### src/hdl/ifetch_config.svh
`ifndef IFETCH_CONFIG_SVH
`define IFETCH_CONFIG_SVH

//////////////////////////////////////////////////
// Fetch unit configuration
//////////////////////////////////////////////////

// Granted requests allowed to wait for a response
`define IFETCH_MAX_OUTSTANDING 2

// Start of the region that needs response integrity checks
`define IFETCH_INTEGRITY_BASE 32'h8000_0000

// Instruction word width
`define IFETCH_DATA_W 32

// Word count width of a fetch command
`define IFETCH_LEN_W 8

`endif

### src/hdl/ifetch_pkg.sv
`default_nettype none

`include "ifetch_config.svh"

package ifetch_pkg;

  // Plain vector types
  typedef logic [31:0]                  addr_t;
  typedef logic [`IFETCH_DATA_W-1:0]    word_t;
  typedef logic [5:0]                   achk_t;
  typedef logic [4:0]                   rchk_t;
  typedef logic [`IFETCH_LEN_W-1:0]     len_t;

  // Request from the address generator to the adapter
  typedef struct packed {
    addr_t       addr;
    logic [2:0]  prot;
    logic        dbg;
    logic        integrity;
  } fetch_req_t;

  // OBI A channel, master side
  typedef struct packed {
    logic        req;
    logic        reqpar;
    addr_t       addr;
    logic [2:0]  prot;
    logic        dbg;
    achk_t       achk;
  } obi_req_t;

  // OBI grant with its parity
  typedef struct packed {
    logic        gnt;
    logic        gntpar;
  } obi_gnt_t;

  // OBI R channel
  typedef struct packed {
    logic        rvalid;
    logic        rvalidpar;
    word_t       rdata;
    logic        err;
    rchk_t       rchk;
  } obi_resp_t;

  // Response from the adapter, with integrity results appended
  typedef struct packed {
    word_t       rdata;
    logic        err;
    logic        integrity;
    logic        integrity_err;
  } fetch_resp_t;

  // Fetched word leaving the unit
  typedef struct packed {
    addr_t       addr;
    word_t       rdata;
    logic        bus_err;
    logic        integrity_err;
  } instr_t;

  typedef enum logic {TRANSPARENT, REGISTERED} obi_state_e;
  typedef enum logic {IDLE, FETCH} gen_state_e;

endpackage

`default_nettype wire

### src/hdl/ifetch_rchk_check.sv
`timescale 1ns/1ps
`default_nettype none

module ifetch_rchk_check (
  input  wire ifetch_pkg::obi_resp_t resp_i,
  input  wire logic                  enable_i,
  output logic                       err_o
);
  import ifetch_pkg::*;

  rchk_t       rchk_exp;       // Recomputed checksum
  logic [3:0]  data_mismatch;  // One bit per rdata byte
  logic        err_mismatch;

  //////////////////////////////////////////////////
  // Expected checksum
  //////////////////////////////////////////////////

  // Even parity of each rdata byte
  always_comb begin
    rchk_exp[0] = ^resp_i.rdata[7:0];
    rchk_exp[1] = ^resp_i.rdata[15:8];
    rchk_exp[2] = ^resp_i.rdata[23:16];
    rchk_exp[3] = ^resp_i.rdata[31:24];
    // Even parity of the error bit
    rchk_exp[4] = ^resp_i.err;
  end

  //////////////////////////////////////////////////
  // Compare
  //////////////////////////////////////////////////

  // Data and err fields compared on their own
  assign data_mismatch = rchk_exp[3:0] ^ resp_i.rchk[3:0];
  assign err_mismatch  = rchk_exp[4] ^ resp_i.rchk[4];

  // Reported only while the check is enabled
  assign err_o = enable_i && ((|data_mismatch) || err_mismatch);

endmodule

`default_nettype wire

### src/hdl/ifetch_addr_gen.sv
`timescale 1ns/1ps
`default_nettype none

`include "ifetch_config.svh"

module ifetch_addr_gen (
  input  wire logic                  clk,
  input  wire logic                  rst_n,
  input  wire logic                  start_i,
  input  wire ifetch_pkg::addr_t     start_addr_i,
  input  wire ifetch_pkg::len_t      len_i,
  output logic                       trans_valid_o,
  input  wire logic                  trans_ready_i,
  output ifetch_pkg::fetch_req_t     trans_o,
  input  wire logic                  resp_valid_i,
  input  wire ifetch_pkg::fetch_resp_t resp_i,
  output logic                       instr_valid_o,
  output ifetch_pkg::instr_t         instr_o,
  output logic                       busy_o
);
  import ifetch_pkg::*;

  localparam int    MAX_OUT  = `IFETCH_MAX_OUTSTANDING;
  localparam int    OUT_W    = $clog2(MAX_OUT + 1);
  localparam addr_t INT_BASE = `IFETCH_INTEGRITY_BASE;

  gen_state_e        state_q;
  addr_t             req_addr_q;   // Next address to issue
  addr_t             rsp_addr_q;   // Address of the next response
  len_t              len_q;
  len_t              issued_q;
  len_t              rcvd_q;
  len_t              rcvd_next;
  logic [OUT_W-1:0]  outst_q;      // Taken by the adapter, not yet answered
  logic              issue;
  logic              start;

  // Start only from idle, so start_i is ignored while busy
  assign start = (state_q == IDLE) && start_i;

  // Issue while words remain and the outstanding limit allows
  assign trans_valid_o = (state_q == FETCH) && (issued_q != len_q)
                         && (outst_q < OUT_W'(MAX_OUT));
  assign issue         = trans_valid_o && trans_ready_i;
  assign rcvd_next     = rcvd_q + len_t'(resp_valid_i);

  // Fixed attributes for instruction fetches
  assign trans_o.addr      = req_addr_q;
  assign trans_o.prot      = 3'b100;
  assign trans_o.dbg       = 1'b0;
  assign trans_o.integrity = (req_addr_q >= INT_BASE);

  //////////////////////////////////////////////////
  // Control state
  //////////////////////////////////////////////////

  always_ff @(posedge clk, negedge rst_n) begin
    if (!rst_n) begin
      state_q  <= IDLE;
      issued_q <= '0;
      rcvd_q   <= '0;
      outst_q  <= '0;
    end else begin
      case (state_q)
        IDLE: begin
          if (start) begin
            state_q  <= FETCH;
            issued_q <= '0;
            rcvd_q   <= '0;
            outst_q  <= '0;
          end
        end
        FETCH: begin
          issued_q <= issued_q + len_t'(issue);
          rcvd_q   <= rcvd_next;
          // Up on a taken request, down on a response
          case ({issue, resp_valid_i})
            2'b10:   outst_q <= outst_q + 1'b1;
            2'b01:   outst_q <= outst_q - 1'b1;
            default: outst_q <= outst_q;
          endcase
          // Last response seen, busy drops next cycle
          if (rcvd_next == len_q) begin
            state_q <= IDLE;
          end
        end
        default: state_q <= IDLE;
      endcase
    end
  end

  //////////////////////////////////////////////////
  // Addresses and length
  //////////////////////////////////////////////////

  always_ff @(posedge clk) begin
    if (start) begin
      // Fetches are word aligned
      req_addr_q <= {start_addr_i[31:2], 2'b00};
      rsp_addr_q <= {start_addr_i[31:2], 2'b00};
      len_q      <= len_i;
    end else begin
      if (issue) begin
        req_addr_q <= req_addr_q + 32'd4;
      end
      if (resp_valid_i) begin
        rsp_addr_q <= rsp_addr_q + 32'd4;
      end
    end
  end

  // Returned word tagged with its address
  assign instr_valid_o         = resp_valid_i;
  assign instr_o.addr          = rsp_addr_q;
  assign instr_o.rdata         = resp_i.rdata;
  assign instr_o.bus_err       = resp_i.err;
  assign instr_o.integrity_err = resp_i.integrity_err;

  assign busy_o = (state_q == FETCH);

endmodule

`default_nettype wire

### src/hdl/ifetch_obi_adapter.sv
`timescale 1ns/1ps
`default_nettype none

`include "ifetch_config.svh"

module ifetch_obi_adapter (
  input  wire logic                    clk,
  input  wire logic                    rst_n,
  input  wire logic                    trans_valid_i,
  output logic                         trans_ready_o,
  input  wire ifetch_pkg::fetch_req_t  trans_i,
  output logic                         resp_valid_o,
  output ifetch_pkg::fetch_resp_t      resp_o,
  input  wire logic                    integrity_en_i,
  output logic                         integrity_err_o,
  output ifetch_pkg::obi_req_t         obi_req_o,
  input  wire ifetch_pkg::obi_gnt_t    obi_gnt_i,
  input  wire ifetch_pkg::obi_resp_t   obi_resp_i
);
  import ifetch_pkg::*;

  localparam int MAX_OUT = `IFETCH_MAX_OUTSTANDING;
  localparam int CNT_W   = $clog2(MAX_OUT + 1);

  // Per transaction record kept until its response
  typedef struct packed {
    logic integrity;
    logic gnterr;
  } gnt_fifo_t;

  obi_state_e               state_q;
  obi_state_e               next_state;
  fetch_req_t               a_req_q;     // Latched A channel while not granted
  fetch_req_t               a_cur;       // A channel fields as driven
  logic                     a_req;
  achk_t                    achk;

  // Entry 0 stays low so cnt_q indexes the oldest entry directly
  gnt_fifo_t [MAX_OUT:0]    fifo_q;
  gnt_fifo_t                fifo_in;
  gnt_fifo_t                fifo_out;

  logic [CNT_W-1:0]         cnt_q;
  logic                     count_up;
  logic                     count_down;

  logic                     gntpar_err;      // Immediate
  logic                     gntpar_err_q;    // Sticky over a waited grant
  logic                     rvalidpar_err;
  logic                     rchk_en;
  logic                     rchk_err;

  //////////////////////////////////////////////////
  // A channel state machine
  //////////////////////////////////////////////////

  always_comb begin
    next_state = state_q;
    case (state_q)
      // Request not granted at once, hold the address phase
      TRANSPARENT: if (a_req && !obi_gnt_i.gnt) next_state = REGISTERED;
      // Back to pass-through on grant
      REGISTERED:  if (obi_gnt_i.gnt) next_state = TRANSPARENT;
      default:     next_state = TRANSPARENT;
    endcase
  end

  always_ff @(posedge clk, negedge rst_n) begin
    if (!rst_n) begin
      state_q <= TRANSPARENT;
    end else begin
      state_q <= next_state;
    end
  end

  // Capture the request that goes unanswered
  always_ff @(posedge clk) begin
    if ((state_q == TRANSPARENT) && (next_state == REGISTERED)) begin
      a_req_q <= trans_i;
    end
  end

  // Pass-through or held values
  assign a_cur         = (state_q == TRANSPARENT) ? trans_i : a_req_q;
  // Request is never withdrawn while waiting
  assign a_req         = (state_q == TRANSPARENT) ? trans_valid_i : 1'b1;
  assign trans_ready_o = (state_q == TRANSPARENT);

  //////////////////////////////////////////////////
  // A channel integrity
  //////////////////////////////////////////////////

  // Odd parity per address byte, prot and dbg
  always_comb begin
    achk[0] = ~^a_cur.addr[7:0];
    achk[1] = ~^a_cur.addr[15:8];
    achk[2] = ~^a_cur.addr[23:16];
    achk[3] = ~^a_cur.addr[31:24];
    achk[4] = ~^a_cur.prot;
    achk[5] = ~^a_cur.dbg;
  end

  always_comb begin
    obi_req_o.req    = a_req;
    obi_req_o.reqpar = ~a_req;
    obi_req_o.addr   = a_cur.addr;
    obi_req_o.prot   = a_cur.prot;
    obi_req_o.dbg    = a_cur.dbg;
    obi_req_o.achk   = achk;
  end

  //////////////////////////////////////////////////
  // Outstanding count and grant error FIFO
  //////////////////////////////////////////////////

  assign count_up   = a_req && obi_gnt_i.gnt;
  assign count_down = obi_resp_i.rvalid;

  always_ff @(posedge clk, negedge rst_n) begin
    if (!rst_n) begin
      cnt_q <= '0;
    end else begin
      case ({count_up, count_down})
        2'b10:   cnt_q <= cnt_q + 1'b1;
        2'b01:   cnt_q <= cnt_q - 1'b1;
        default: cnt_q <= cnt_q;
      endcase
    end
  end

  // Parity flags mismatch when both bits are equal
  assign gntpar_err    = (obi_gnt_i.gnt == obi_gnt_i.gntpar);
  assign rvalidpar_err = (obi_resp_i.rvalid == obi_resp_i.rvalidpar);

  // Remember a grant parity error seen while waiting, clear on accept
  always_ff @(posedge clk, negedge rst_n) begin
    if (!rst_n) begin
      gntpar_err_q <= 1'b0;
    end else if (a_req) begin
      gntpar_err_q <= obi_gnt_i.gnt ? 1'b0 : (gntpar_err_q || gntpar_err);
    end
  end

  assign fifo_in.integrity = a_cur.integrity;
  assign fifo_in.gnterr    = gntpar_err || gntpar_err_q;

  // Newest enters at 1, older entries move up by one
  always_ff @(posedge clk, negedge rst_n) begin
    if (!rst_n) begin
      fifo_q <= '0;
    end else if (count_up) begin
      fifo_q <= {fifo_q[MAX_OUT-1:1], fifo_in, gnt_fifo_t'('0)};
    end
  end

  assign fifo_out = fifo_q[cnt_q];

  //////////////////////////////////////////////////
  // R channel
  //////////////////////////////////////////////////

  // Checksum only inside the integrity region and when enabled
  assign rchk_en = obi_resp_i.rvalid && fifo_out.integrity && integrity_en_i;

  ifetch_rchk_check rchk_check_i (
    .resp_i   (obi_resp_i),
    .enable_i (rchk_en),
    .err_o    (rchk_err)
  );

  // Consumer is always ready
  assign resp_valid_o         = obi_resp_i.rvalid;
  assign resp_o.rdata         = obi_resp_i.rdata;
  assign resp_o.err           = obi_resp_i.err;
  assign resp_o.integrity     = fifo_out.integrity;
  assign resp_o.integrity_err = rvalidpar_err || fifo_out.gnterr || rchk_err;

  // Immediate flag, any time
  assign integrity_err_o = gntpar_err || rvalidpar_err || rchk_err;

endmodule

`default_nettype wire

### src/hdl/ifetch_top.sv
`timescale 1ns/1ps
`default_nettype none

module ifetch_top (
  input  wire logic                  clk,
  input  wire logic                  rst_n,
  input  wire logic                  start_i,
  input  wire ifetch_pkg::addr_t     start_addr_i,
  input  wire ifetch_pkg::len_t      len_i,
  input  wire logic                  integrity_en_i,
  output logic                       instr_valid_o,
  output ifetch_pkg::instr_t         instr_o,
  output logic                       busy_o,
  output logic                       integrity_err_o,
  output ifetch_pkg::obi_req_t       obi_req_o,
  input  wire ifetch_pkg::obi_gnt_t  obi_gnt_i,
  input  wire ifetch_pkg::obi_resp_t obi_resp_i
);
  import ifetch_pkg::*;

  // Generator to adapter
  logic         trans_valid;
  logic         trans_ready;
  fetch_req_t   trans;

  // Adapter to generator
  logic         resp_valid;
  fetch_resp_t  resp;

  ifetch_addr_gen addr_gen_i (
    .clk           (clk),
    .rst_n         (rst_n),
    .start_i       (start_i),
    .start_addr_i  (start_addr_i),
    .len_i         (len_i),
    .trans_valid_o (trans_valid),
    .trans_ready_i (trans_ready),
    .trans_o       (trans),
    .resp_valid_i  (resp_valid),
    .resp_i        (resp),
    .instr_valid_o (instr_valid_o),
    .instr_o       (instr_o),
    .busy_o        (busy_o)
  );

  ifetch_obi_adapter obi_adapter_i (
    .clk             (clk),
    .rst_n           (rst_n),
    .trans_valid_i   (trans_valid),
    .trans_ready_o   (trans_ready),
    .trans_i         (trans),
    .resp_valid_o    (resp_valid),
    .resp_o          (resp),
    .integrity_en_i  (integrity_en_i),
    .integrity_err_o (integrity_err_o),
    .obi_req_o       (obi_req_o),
    .obi_gnt_i       (obi_gnt_i),
    .obi_resp_i      (obi_resp_i)
  );

endmodule

`default_nettype wire

### config.mk
export PLATFORM = sky130hd
export DESIGN_NAME = ifetch_top
export DESIGN_NICKNAME = d
export VERILOG_FILES = /design/src/hdl/ifetch_pkg.sv /design/src/hdl/ifetch_rchk_check.sv /design/src/hdl/ifetch_addr_gen.sv /design/src/hdl/ifetch_obi_adapter.sv /design/src/hdl/ifetch_top.sv
export VERILOG_INCLUDE_DIRS = /design/src /design/src/hdl
export SDC_FILE = /design/constraint.sdc
export NUM_CORES = 1
export LEC_CHECK = 0
export ABC_AREA = 1
export CELL_PAD_IN_SITES_DETAIL_PLACEMENT = 1
export CELL_PAD_IN_SITES_GLOBAL_PLACEMENT = 1
export CORE_ASPECT_RATIO = 1.1
export CORE_MARGIN = 2
export CORE_UTILIZATION = 50
export CTS_CLUSTER_SIZE = 16
export DETAILED_ROUTE_END_ITERATION = 12
export DONT_BUFFER_PORTS = 1
export GPL_TIMING_DRIVEN = 0
export PLACE_DENSITY_LB_ADDON = 0.1
export SLEW_MARGIN = 0
export SYNTH_ARGS = -nofsm -noshare
export SYNTH_HDL_FRONTEND = slang
export SYNTH_SLANG_ARGS = --single-unit
### constraint.sdc
create_clock -name clk -period 5.12 [get_ports clk]
set_input_delay 0.768 -clock clk [delete_from_list [all_inputs] [get_ports clk]]
set_output_delay 0.768 -clock clk [all_outputs]
set_load 0.01 [all_outputs]
==> impl_metrics.yaml, run 1 <==
power_and_ir_drop:
  power_mw: 5.100
  vdd_ir_drop_max_uv: 238.0
  power_leakage_nw: 4.255
  powerDensity_mw_per_mm2: 546.3
grt:
  grt_max_degree: 32
  first_global_vias: 7298
  overflow: 0
  grt_pass1_wl_um: 38230
  grt_antenna_before_repair: 0
  grt_usage_pct: 27.41
sta:
  finalHoldViolations: 0
  skew_ps: 9.017
  whs_ps: 40.16
  report.final.slew_viol_count: 0
  period_share_pct: 62.44
  maxSlewHeadroom_pct: 12.46
  finalSetupViolCount: 0
  post-route-min-period_ps: 3197
  fmax_mhz: 312.8
  setup_tns_ps: 0
  tightestPinTransition_ps: 1310
  rsz0062_at_grt: "no"
synthesis:
  synthArstFlopShare_pct: 21.43
  synth_area_leaders: "edfxtp_1 (35%), nand2_1 (14%), dfrtp_1 (8.0%)"
  avgSynthCellArea_sq_um: 7.983
  synth_edf_count: 99
  netlist_instances: 1060
  yosysTopAreaCellShare_pct: 35.13
  ys_types: 45
  syn-cell-area_sq_mm: 0.008462
  synth_top_area_cell: "edfxtp_1"
  ys.warnings.count: 0
  synth-main-ff-cell: "edfxtp_1"
  ys_ff_latch: 126
  synth_seq_area_share_pct: 43.12
routing:
  drt_pass1_iterations: 5
  drt-wirelength-per-cell_um: 18.67
  vias: 7137
  finalWirelength_um: 24350
  drc: 0
  drt_iter0_drc: 396
  final_antenna_net_count: 0
  vias_per_cell: 5.473
setup_path:
  critPathTopFamily: "buffers and inverters"
  rr_endpoint: "addr_gen_i.req_addr_q[30]$_DFFE_PP_"
  timing.rr.start: "addr_gen_i.busy_o$_DFF_PN0_"
  slowest_stage: "nand2_1"
  r2r_setup_slack_ps: 1920
  startpoint_type: "flop"
  cp_max_fo: 30
  worstSetupPathType: "reg -> reg"
  crit_path_start: "addr_gen_i.busy_o$_DFF_PN0_"
  crit_buf_inv: 4
  crit_path_end_kind: "flop"
  rr_worst_depth: 6
  cp.required_ps: 4980
  worstPathCellList: "buf_2, nor2_1, inv_1, clkbuf_1, buf_2, nand2_1"
  crit_path_max_incr_delay_ps: 820
  cp.arrival_ps: 3060
  crit_top_cell: "buf_2"
cts:
  cts_hold_buffers: 0
  post_cts_buffers: 0
  ctsResizeCount: 0
  cts_tree: "done"
  cts_sinks: 126
  insertion_delay_ps: 420
  cts_buffer_depth: 2
  cts_buffers: 17
  cts_root_buf: "clkbuf_16"
  path_clk_slew_ps: 60
  htree_levels: 4
place:
  dp.cells: 1272
  gp_congestion: 0.9175
  dpl.hpwl_um: 18340
  io_buffer_count: 0
final_layout:
  final_cell_mix: "nand2_1 (318), inv_1 (118), edfxtp_1 (99)"
  diodes: 0
  final_common_cell: "nand2_1"
  fillCellCount: 2067
  fin_nets: 1182
  drive_above_1_share_pct: 14.55
  area_growth_pct: 10.34
  finalNonFillerCells: 1304
outcome:
  status: "completed"
job:
  maxCapViolCount: 0
floorplan:
  core.rowCount: 49
  die_area_sq_mm: 0.01798
  die-width_um: 128.0
  die_h_um: 140.4
  initial_utilization_pct: 51.50
  core_area_sq_mm: 0.01643
  ios: 199
hold_path:
  hold_path_class: "in -> async"
per-layer routing:
layer / GRT usage (%) / vias to the layer above / share of wire, %
met5: 0 / - / 0
met4: 7.172 / 0 / 1.5
met3: 4.698 / 27 / 6.5
met2: 47.54 / 287 / 49
met1: 35.52 / 3410 / 43
li1: - / 3413 / -
stage by stage:
step	utilization [%]	area, sq um	setup WS [ps]
floorplan	-	8492	2367
global placement	53.24	8747	1639
detailed placement	53.28	8755	1679
CTS	56.82	9336	1934
global route	56.82	9336	1749
finish	56.82	9336	1923
layout make-up:
type	count	area (sq um)	share of cell area, %
Inverter	126	473.0	5.066
Buffer	96	686.9	7.357
Tap cell	204	255.2	2.734
Clock inverter	10	73.82	0.7907
Sequential cell	126	3649	39.08
Clock buffer	22	508.0	5.441
Multi-Input combinational cell	720	3691	39.53
state kept, by name, summed over array words and instances, names as in the netlist:
| name | flops |
|---|---|
| addr_gen_i.rcvd_q | 8 |
| addr_gen_i.rsp_addr_q | 30 |
| addr_gen_i.busy_o | 1 |
| addr_gen_i.issued_q | 8 |
| addr_gen_i.req_addr_q | 30 |
| addr_gen_i.outst_q | 2 |
| obi_adapter_i.a_req_q | 31 |
| addr_gen_i.len_q | 8 |
| obi_adapter_i.state_q | 1 |
| obi_adapter_i.gntpar_err_q | 1 |
| obi_adapter_i.cnt_q | 2 |
| obi_adapter_i.fifo_q | 4 |
synth_stat cells, types with 2 or more instances:
library cell,n
xor2_1,36
o21ai_2,9
nor4_1,7
nand4_1,17
clkbuf_1,7
nor2_2,7
o21ai_0,56
nor2_4,3
ha_1,9
a21oi_1,15
nor3_1,16
nor2_1,74
nand2_2,3
nor3_2,2
nand2_1,318
buf_2,9
conb_1,2
inv_1,118
edfxtp_1,99
a31oi_1,3
dfrtp_1,27
nand3_1,34
nand3b_1,3
inv_2,8
o21ai_1,26
buf_6,4
o31ai_1,2
nor4_2,2
buf_4,76
o22ai_1,13
xnor2_1,41
worst max path at each step:
stage,end,depth (start not counted)
floorplan,obi_adapter_i.a_req_q[0]$_DFFE_PP_,8
CTS,addr_gen_i.req_addr_q[25]$_DFFE_PP_,6
finish,addr_gen_i.req_addr_q[30]$_DFFE_PP_,6
detailed placement,addr_gen_i.req_addr_q[28]$_DFFE_PP_,6
global route,addr_gen_i.req_addr_q[30]$_DFFE_PP_,6
global placement,obi_adapter_i.a_req_q[33]$_DFFE_PP_,7
cell families after synthesis:
group / count (synthesis) / share of synthesized area (%)
other: 2 / 0.08875
muxes: 1 / 0.1331
xor gates and xnor gates: 77 / 7.970
AOI/OAI and AO/OA: 130 / 8.606
adders and majority gates: 9 / 1.331
and+or+nand+nor: 493 / 25.05
DFF: 126 / 43.12
buffers and inverters: 222 / 13.71
power by group:
part / switching (mW) / internal (mW)
registers: 0.335 / 1.54
logic: 1.26 / 0.779
clock network: 0.475 / 0.709
Note: power is estimated with default switching activity, not from simulation.
==> run 2, diff against run 1 <==
--- a/config.mk
+++ b/config.mk
@@ -11,7 +11,7 @@
 export CELL_PAD_IN_SITES_GLOBAL_PLACEMENT = 1
 export CORE_ASPECT_RATIO = 1.1
 export CORE_MARGIN = 2
-export CORE_UTILIZATION = 50
+export CORE_UTILIZATION = 43
 export CTS_CLUSTER_SIZE = 16
 export DETAILED_ROUTE_END_ITERATION = 12
 export DONT_BUFFER_PORTS = 1
==> constraint.sdc (replaced) <==
create_clock -name clk -period 2.7 [get_ports clk]
set_input_delay 0.405 -clock clk [delete_from_list [all_inputs] [get_ports clk]]
set_output_delay 0.405 -clock clk [all_outputs]
set_load 0.01 [all_outputs]
==> run 2 against run 1 <==
Fmax increased by 30%. Worst setup slack got worse by 1700 ps. Sequential share of layout area decreased by 0.35 points. Power increased by 88%. Clock skew increased by 2.5 ps. Critical path depth decreased by 1. Critical endpoint is now addr_gen_i.rsp_addr_q[11]$_DFFE_PP_. Largest power group unchanged. Largest cell class unchanged. Highest routed layer unchanged. First-iteration DRC count decreased by 17%. Die area increased by 16%. Flip-flop and latch count unchanged. Core utilization decreased by 7.8 points. Register-to-register slack got worse by 1700 ps. Critical path type unchanged.
==> impl_metrics.yaml, run 2 (synthesized netlist as in run 1, its figures left out) <==
outcome:
  status: "completed"
floorplan:
  die_area_sq_mm: 0.02082
  die-width_um: 137.8
  core_area_sq_mm: 0.01923
  initial_utilization_pct: 44.00
  core.rowCount: 53
  die_h_um: 151.1
  ios: 199
grt:
  grtUsageMet1_pct: 31.38
  grt_usage_pct: 23.48
  grtUsageMet3_pct: 4.819
  first_global_vias: 7097
  grt_max_degree: 32
  grt_antenna_before_repair: 0
  global_route.usage.met2_pct: 39.30
  grt.busiest_layer: "met2"
  overflow: 0
  grt_pass1_wl_um: 37090
setup_path:
  cp_max_fo: 30
  crit_path_end_kind: "flop"
  rr_worst_depth: 5
  cp.required_ps: 2760
  startpoint_type: "flop"
  rr_endpoint: "addr_gen_i.rsp_addr_q[11]$_DFFE_PP_"
  r2r_setup_slack_ps: 240
  worstSetupPathType: "reg -> reg"
  cp.arrival_ps: 2520
  timing.rr.start: "addr_gen_i.busy_o$_DFF_PN0_"
final_layout:
  largest_reg_flops: 31
  diodes: 0
  finalInstanceArea_sq_mm: 0.009422
  fillCellCount: 2350
  top_register: "obi_adapter_i.a_req_q"
  area_growth_pct: 11.34
  final_core_util_pct: 48.99
  final_common_cell: "nand2_1"
  fin_nets: 1184
  drive_above_1_share_pct: 14.79
  finalNonFillerCells: 1349
  reg.largest.list: "obi_adapter_i.a_req_q (31), addr_gen_i.req_addr_q (30), addr_gen_i.rsp_addr_q (30)"
  regArea_sq_mm: 0.003649
  final_cell_mix: "nand2_1 (317), inv_1 (118), edfxtp_1 (99)"
  multi_input_area_sq_mm: 0.003701
hold_path:
  min_from: "obi_gnt_i[1]"
  hold_depth: 1
  hold_end: "obi_adapter_i.state_q$_DFF_PN0_"
  hold_path_class: "in -> reg"
routing:
  drt_pass1_iterations: 5
  drt-wirelength-per-cell_um: 17.80
  finalWirelength_um: 24010
  vias_per_cell: 5.150
  final_antenna_net_count: 0
  drc: 0
  drt_iter0_drc: 330
  vias: 6947
cts:
  cts_buffers: 17
  path_clk_slew_ps: 60
  insertion_delay_ps: 420
  cts_tree: "done"
  cts_root_buf: "clkbuf_16"
  cts_buffer_depth: 2
  post_cts_buffers: 0
  cts_sinks: 126
  htree_levels: 4
sta:
  period_share_pct: 91.13
  tightestPinTransition_ps: 862.6
  rsz0062_at_grt: "no"
  finalSetupViolCount: 0
  skew_ps: 11.55
  whs_ps: 51.27
  post-route-min-period_ps: 2460
  finalHoldViolations: 0
  maxSlewHeadroom_pct: 42.36
  fmax_mhz: 406.4
  report.final.slew_viol_count: 0
place:
  gp_congestion: 0.8737
  dpl.hpwl_um: 18700
  dpl-instance-area_sq_mm: 0.008808
  io_buffer_count: 0
  dp.cells: 1315
power_and_ir_drop:
  power_leakage_nw: 4.262
  vdd_ir_drop_max_uv: 530.9
  powerDensity_mw_per_mm2: 1015
job:
  maxCapViolCount: 0
## run 2: worst max-delay path by stage
| stage | startpoint | end | slack, ps | cells after the start |
|---|---|---|---|---|
| floorplan | addr_gen_i.len_q[1]$_DFFE_PP_ | obi_adapter_i.a_req_q[0]$_DFFE_PP_ | 460 | 8 |
| global placement | addr_gen_i.busy_o$_DFF_PN0_ | addr_gen_i.req_addr_q[25]$_DFFE_PP_ | -460 | 6 |
| detailed placement | addr_gen_i.busy_o$_DFF_PN0_ | addr_gen_i.req_addr_q[28]$_DFFE_PP_ | -480 | 6 |
| CTS | addr_gen_i.busy_o$_DFF_PN0_ | addr_gen_i.rsp_addr_q[19]$_DFFE_PP_ | 200 | 5 |
| global route | addr_gen_i.busy_o$_DFF_PN0_ | obi_adapter_i.a_req_q[16]$_DFFE_PP_ | 60 | 7 |
| finish | addr_gen_i.busy_o$_DFF_PN0_ | addr_gen_i.rsp_addr_q[11]$_DFFE_PP_ | 240 | 5 |
## run 2: layer usage
metal / part of all wire (%) / vias to the layer above / routed length, um
met5: 0 / - / 0
met4: 1.0 / 0 / 240
met3: 7.0 / 20 / 1683
met2: 47 / 224 / 11190
met1: 45 / 3287 / 10900
li1: - / 3416 / -
## run 2: repair_timing
action	in CTS	in global routing
gates resized for setup	3	0
endpoints found under the hold margin	27	0
setup endpoints to repair	60	0
hold buffers	2	0
## run 2: power breakdown
part	internal (mW)	switching (mW)	total [mW]
Combinational	1.48	2.32	3.81
Sequential	2.92	0.609	3.53
Clock	1.36	0.872	2.23
Total	5.76	3.80	9.56
## run 2: cell type report
class	instances	share of cell area, %
buffer	96	7.291
clock buffer	22	5.153
clock inverter	10	0.9296
inverter	126	5.020
multi-input combinational	720	39.28
sequential	126	38.73
tap	247	3.280
timing repair buffer	2	0.3187
## run 2: critical path, cell delays in order (launching register included)
cell and delay, ps:
dfrtp_1 410, buf_2 190, nor2_1 150, clkbuf_1 470
buf_2 380, or2_4 470
## run 2: metrics by stage
| step | TNS (ps) | setup WS [ps] | power, mW |
|---|---|---|---|
| finish | 0 | 239.6 | 9.564 |
| global route | 0 | 60.93 | 10.23 |
| CTS | 0 | 195.2 | 9.647 |
| detailed placement | -15290 | -480.6 | 7.368 |
| global placement | -17880 | -460.8 | 7.235 |
| floorplan | 0 | 459.0 | 6.441 |
==> run 3, diff against run 2 <==
--- a/config.mk
+++ b/config.mk
@@ -16,7 +16,7 @@
 export DETAILED_ROUTE_END_ITERATION = 12
 export DONT_BUFFER_PORTS = 1
 export GPL_TIMING_DRIVEN = 0
-export PLACE_DENSITY_LB_ADDON = 0.1
+export PLACE_DENSITY = 0.75
 export SLEW_MARGIN = 0
 export SYNTH_ARGS = -nofsm -noshare
 export SYNTH_HDL_FRONTEND = slang
==> run 3 against run 2 <==
Worst hold slack better by 1.1 ps. Combinational power barely moved. Power is 0.98% higher. Clock power increased by 3%.
==> impl_metrics.yaml, run 3 (synthesized netlist as in run 1, its figures left out) <==
cts:
  cts_buffer_depth: 2
  htree_levels: 4
  cts_buffers: 17
  cts_sinks: 126
  path_clk_slew_ps: 60
  insertion_delay_ps: 420
  cts_root_buf: "clkbuf_16"
  cts_tree: "done"
setup_path:
  worstPathCellList: "buf_2, nor2_1, inv_1, clkbuf_1, clkbuf_1, o21ai_0"
  crit_path_max_incr_delay_ps: 650
  startpoint_type: "flop"
  rr_endpoint: "addr_gen_i.rsp_addr_q[30]$_DFFE_PP_"
  r2r_setup_slack_ps: 150
  crit_top_cell: "clkbuf_1"
  cp_max_fo: 10
  worstSetupPathType: "reg -> reg"
  slowest_stage: "clkbuf_1"
  timing.rr.start: "addr_gen_i.busy_o$_DFF_PN0_"
  rr_worst_depth: 6
  cp.arrival_ps: 2680
  worstSetupEndpoint: "addr_gen_i.rsp_addr_q[30]$_DFFE_PP_"
  crit_path_start: "addr_gen_i.busy_o$_DFF_PN0_"
  crit_path_end_kind: "flop"
  cp.required_ps: 2830
floorplan:
  core.rowCount: 53
  initial_utilization_pct: 44.00
  die_h_um: 151.1
  die_area_sq_mm: 0.02082
  ios: 199
  core_area_sq_mm: 0.01923
  die-width_um: 137.8
routing:
  finalWirelength_um: 24530
  drt_iter0_drc: 347
  vias_per_cell: 5.233
  final_antenna_net_count: 0
  drt_pass1_iterations: 7
  drt-wirelength-per-cell_um: 18.20
  vias: 7054
  drc: 0
place:
  dp.cells: 1315
  dpl.hpwl_um: 19280
  dpl-instance-area_sq_mm: 0.008808
  gp_congestion: 0.8648
  io_buffer_count: 0
  place_ws_ps: -540.3
power_and_ir_drop:
  power_leakage_nw: 4.266
  powerDensity_mw_per_mm2: 1025
  power_mw: 9.658
  vdd_ir_drop_max_uv: 580.6
final_layout:
  top_register: "obi_adapter_i.a_req_q"
  finalInstanceArea_sq_mm: 0.009425
  final_core_util_pct: 49.01
  fin_nets: 1184
  final_common_cell: "nand2_1"
  reg.largest.list: "obi_adapter_i.a_req_q (31), addr_gen_i.req_addr_q (30), addr_gen_i.rsp_addr_q (30)"
  largest_reg_flops: 31
  final_cell_mix: "nand2_1 (317), inv_1 (118), edfxtp_1 (99)"
  finalNonFillerCells: 1348
  drive_above_1_share_pct: 14.62
  fillCellCount: 2363
  area_growth_pct: 11.39
  diodes: 0
grt:
  grt_usage_pct: 23.90
  grt_max_degree: 32
  grt_pass1_wl_um: 37540
  overflow: 0
  grt_antenna_before_repair: 0
  first_global_vias: 7196
sta:
  post-route-min-period_ps: 2546
  fmax_mhz: 392.8
  period_share_pct: 94.29
  whs_ps: 52.34
  setup_tns_ps: 0
  finalHoldViolations: 0
  finalSetupViolCount: 0
  tightestPinTransition_ps: 890.0
  report.final.slew_viol_count: 0
  skew_ps: 7.974
  rsz0062_at_grt: "no"
  worst_slack_ps: 154.1
  maxSlewHeadroom_pct: 40.52
hold_path:
  hold_depth: 1
  hold_path_class: "in -> reg"
outcome:
  status: "completed"
job:
  maxCapViolCount: 0
==> run 3: cell types whose count changed in the layout (fill, tap and decap cells not counted), sizes merged <==
cell and change:
clkinv +3, bufinv +2, clkinvlp -1, clkbuf -5
==> run 3: repair_timing <==
| action | CTS | global route |
|---|---|---|
| setup endpoints to repair | 30 | 30 |
| pin swaps | 0 | 0 |
| gates cloned | 0 | 0 |
| hold buffers | 2 | 0 |
| resized for setup | 2 | 1 |
| endpoints found under the hold margin | 27 | 0 |
| buffers inserted | 0 | 0 |
==> run 3: layout make-up <==
cell class	instances	area (sq um)	area share, %
buffer	96	686.9	7.288
clock buffer	17	425.4	4.513
clock inverter	14	151.4	1.606
inverter	126	473.0	5.018
multi-input combinational	720	3701	39.27
sequential	126	3649	38.71
tap	247	309.0	3.279
timing repair buffer	2	30.03	0.3186
==> run 3: report_power, final <==
| group | total [mW] | leakage [nW] | switching [mW] | internal [mW] |
|---|---|---|---|---|
| combinational | 3.83 | 2.74 | 2.34 | 1.48 |
| sequential | 3.54 | 1.25 | 0.622 | 2.92 |
| clock | 2.29 | 0.273 | 0.865 | 1.43 |
| total | 9.66 | 4.27 | 3.83 | 5.83 |
==> run 3: worst min-delay path by stage <==
stage,startpoint,end
6_report,obi_gnt_i[1],obi_adapter_i.state_q$_DFF_PN0_
3_5_place_dp,rst_n,addr_gen_i.rcvd_q[7]$_DFFE_PN0P_
4_1_cts,obi_gnt_i[1],obi_adapter_i.state_q$_DFF_PN0_
2_1_floorplan,rst_n,addr_gen_i.busy_o$_DFF_PN0_
5_1_grt,obi_gnt_i[1],obi_adapter_i.state_q$_DFF_PN0_
3_3_place_gp,rst_n,addr_gen_i.rcvd_q[7]$_DFFE_PN0P_
==> run 3: worst max-delay path, delay by kind of cell (launching register included) <==
family / cells / cell delay [ps]
AO/OA/AOI/OAI: 1 / 190
buffers and inverters: 4 / 1590
AND/OR/NAND/NOR: 1 / 80
flip-flops: 1 / 390
==> run 3: layer usage <==
| layer | up-vias | part of all wire [%] | GRT usage [%] |
|---|---|---|---|
| met5 | - | 0 | 0 |
| met4 | 0 | 1.8 | 7.959 |
| met3 | 29 | 6.1 | 4.886 |
| met2 | 240 | 48 | 40.42 |
| met1 | 3365 | 44 | 30.57 |
| li1 | 3420 | - | - |
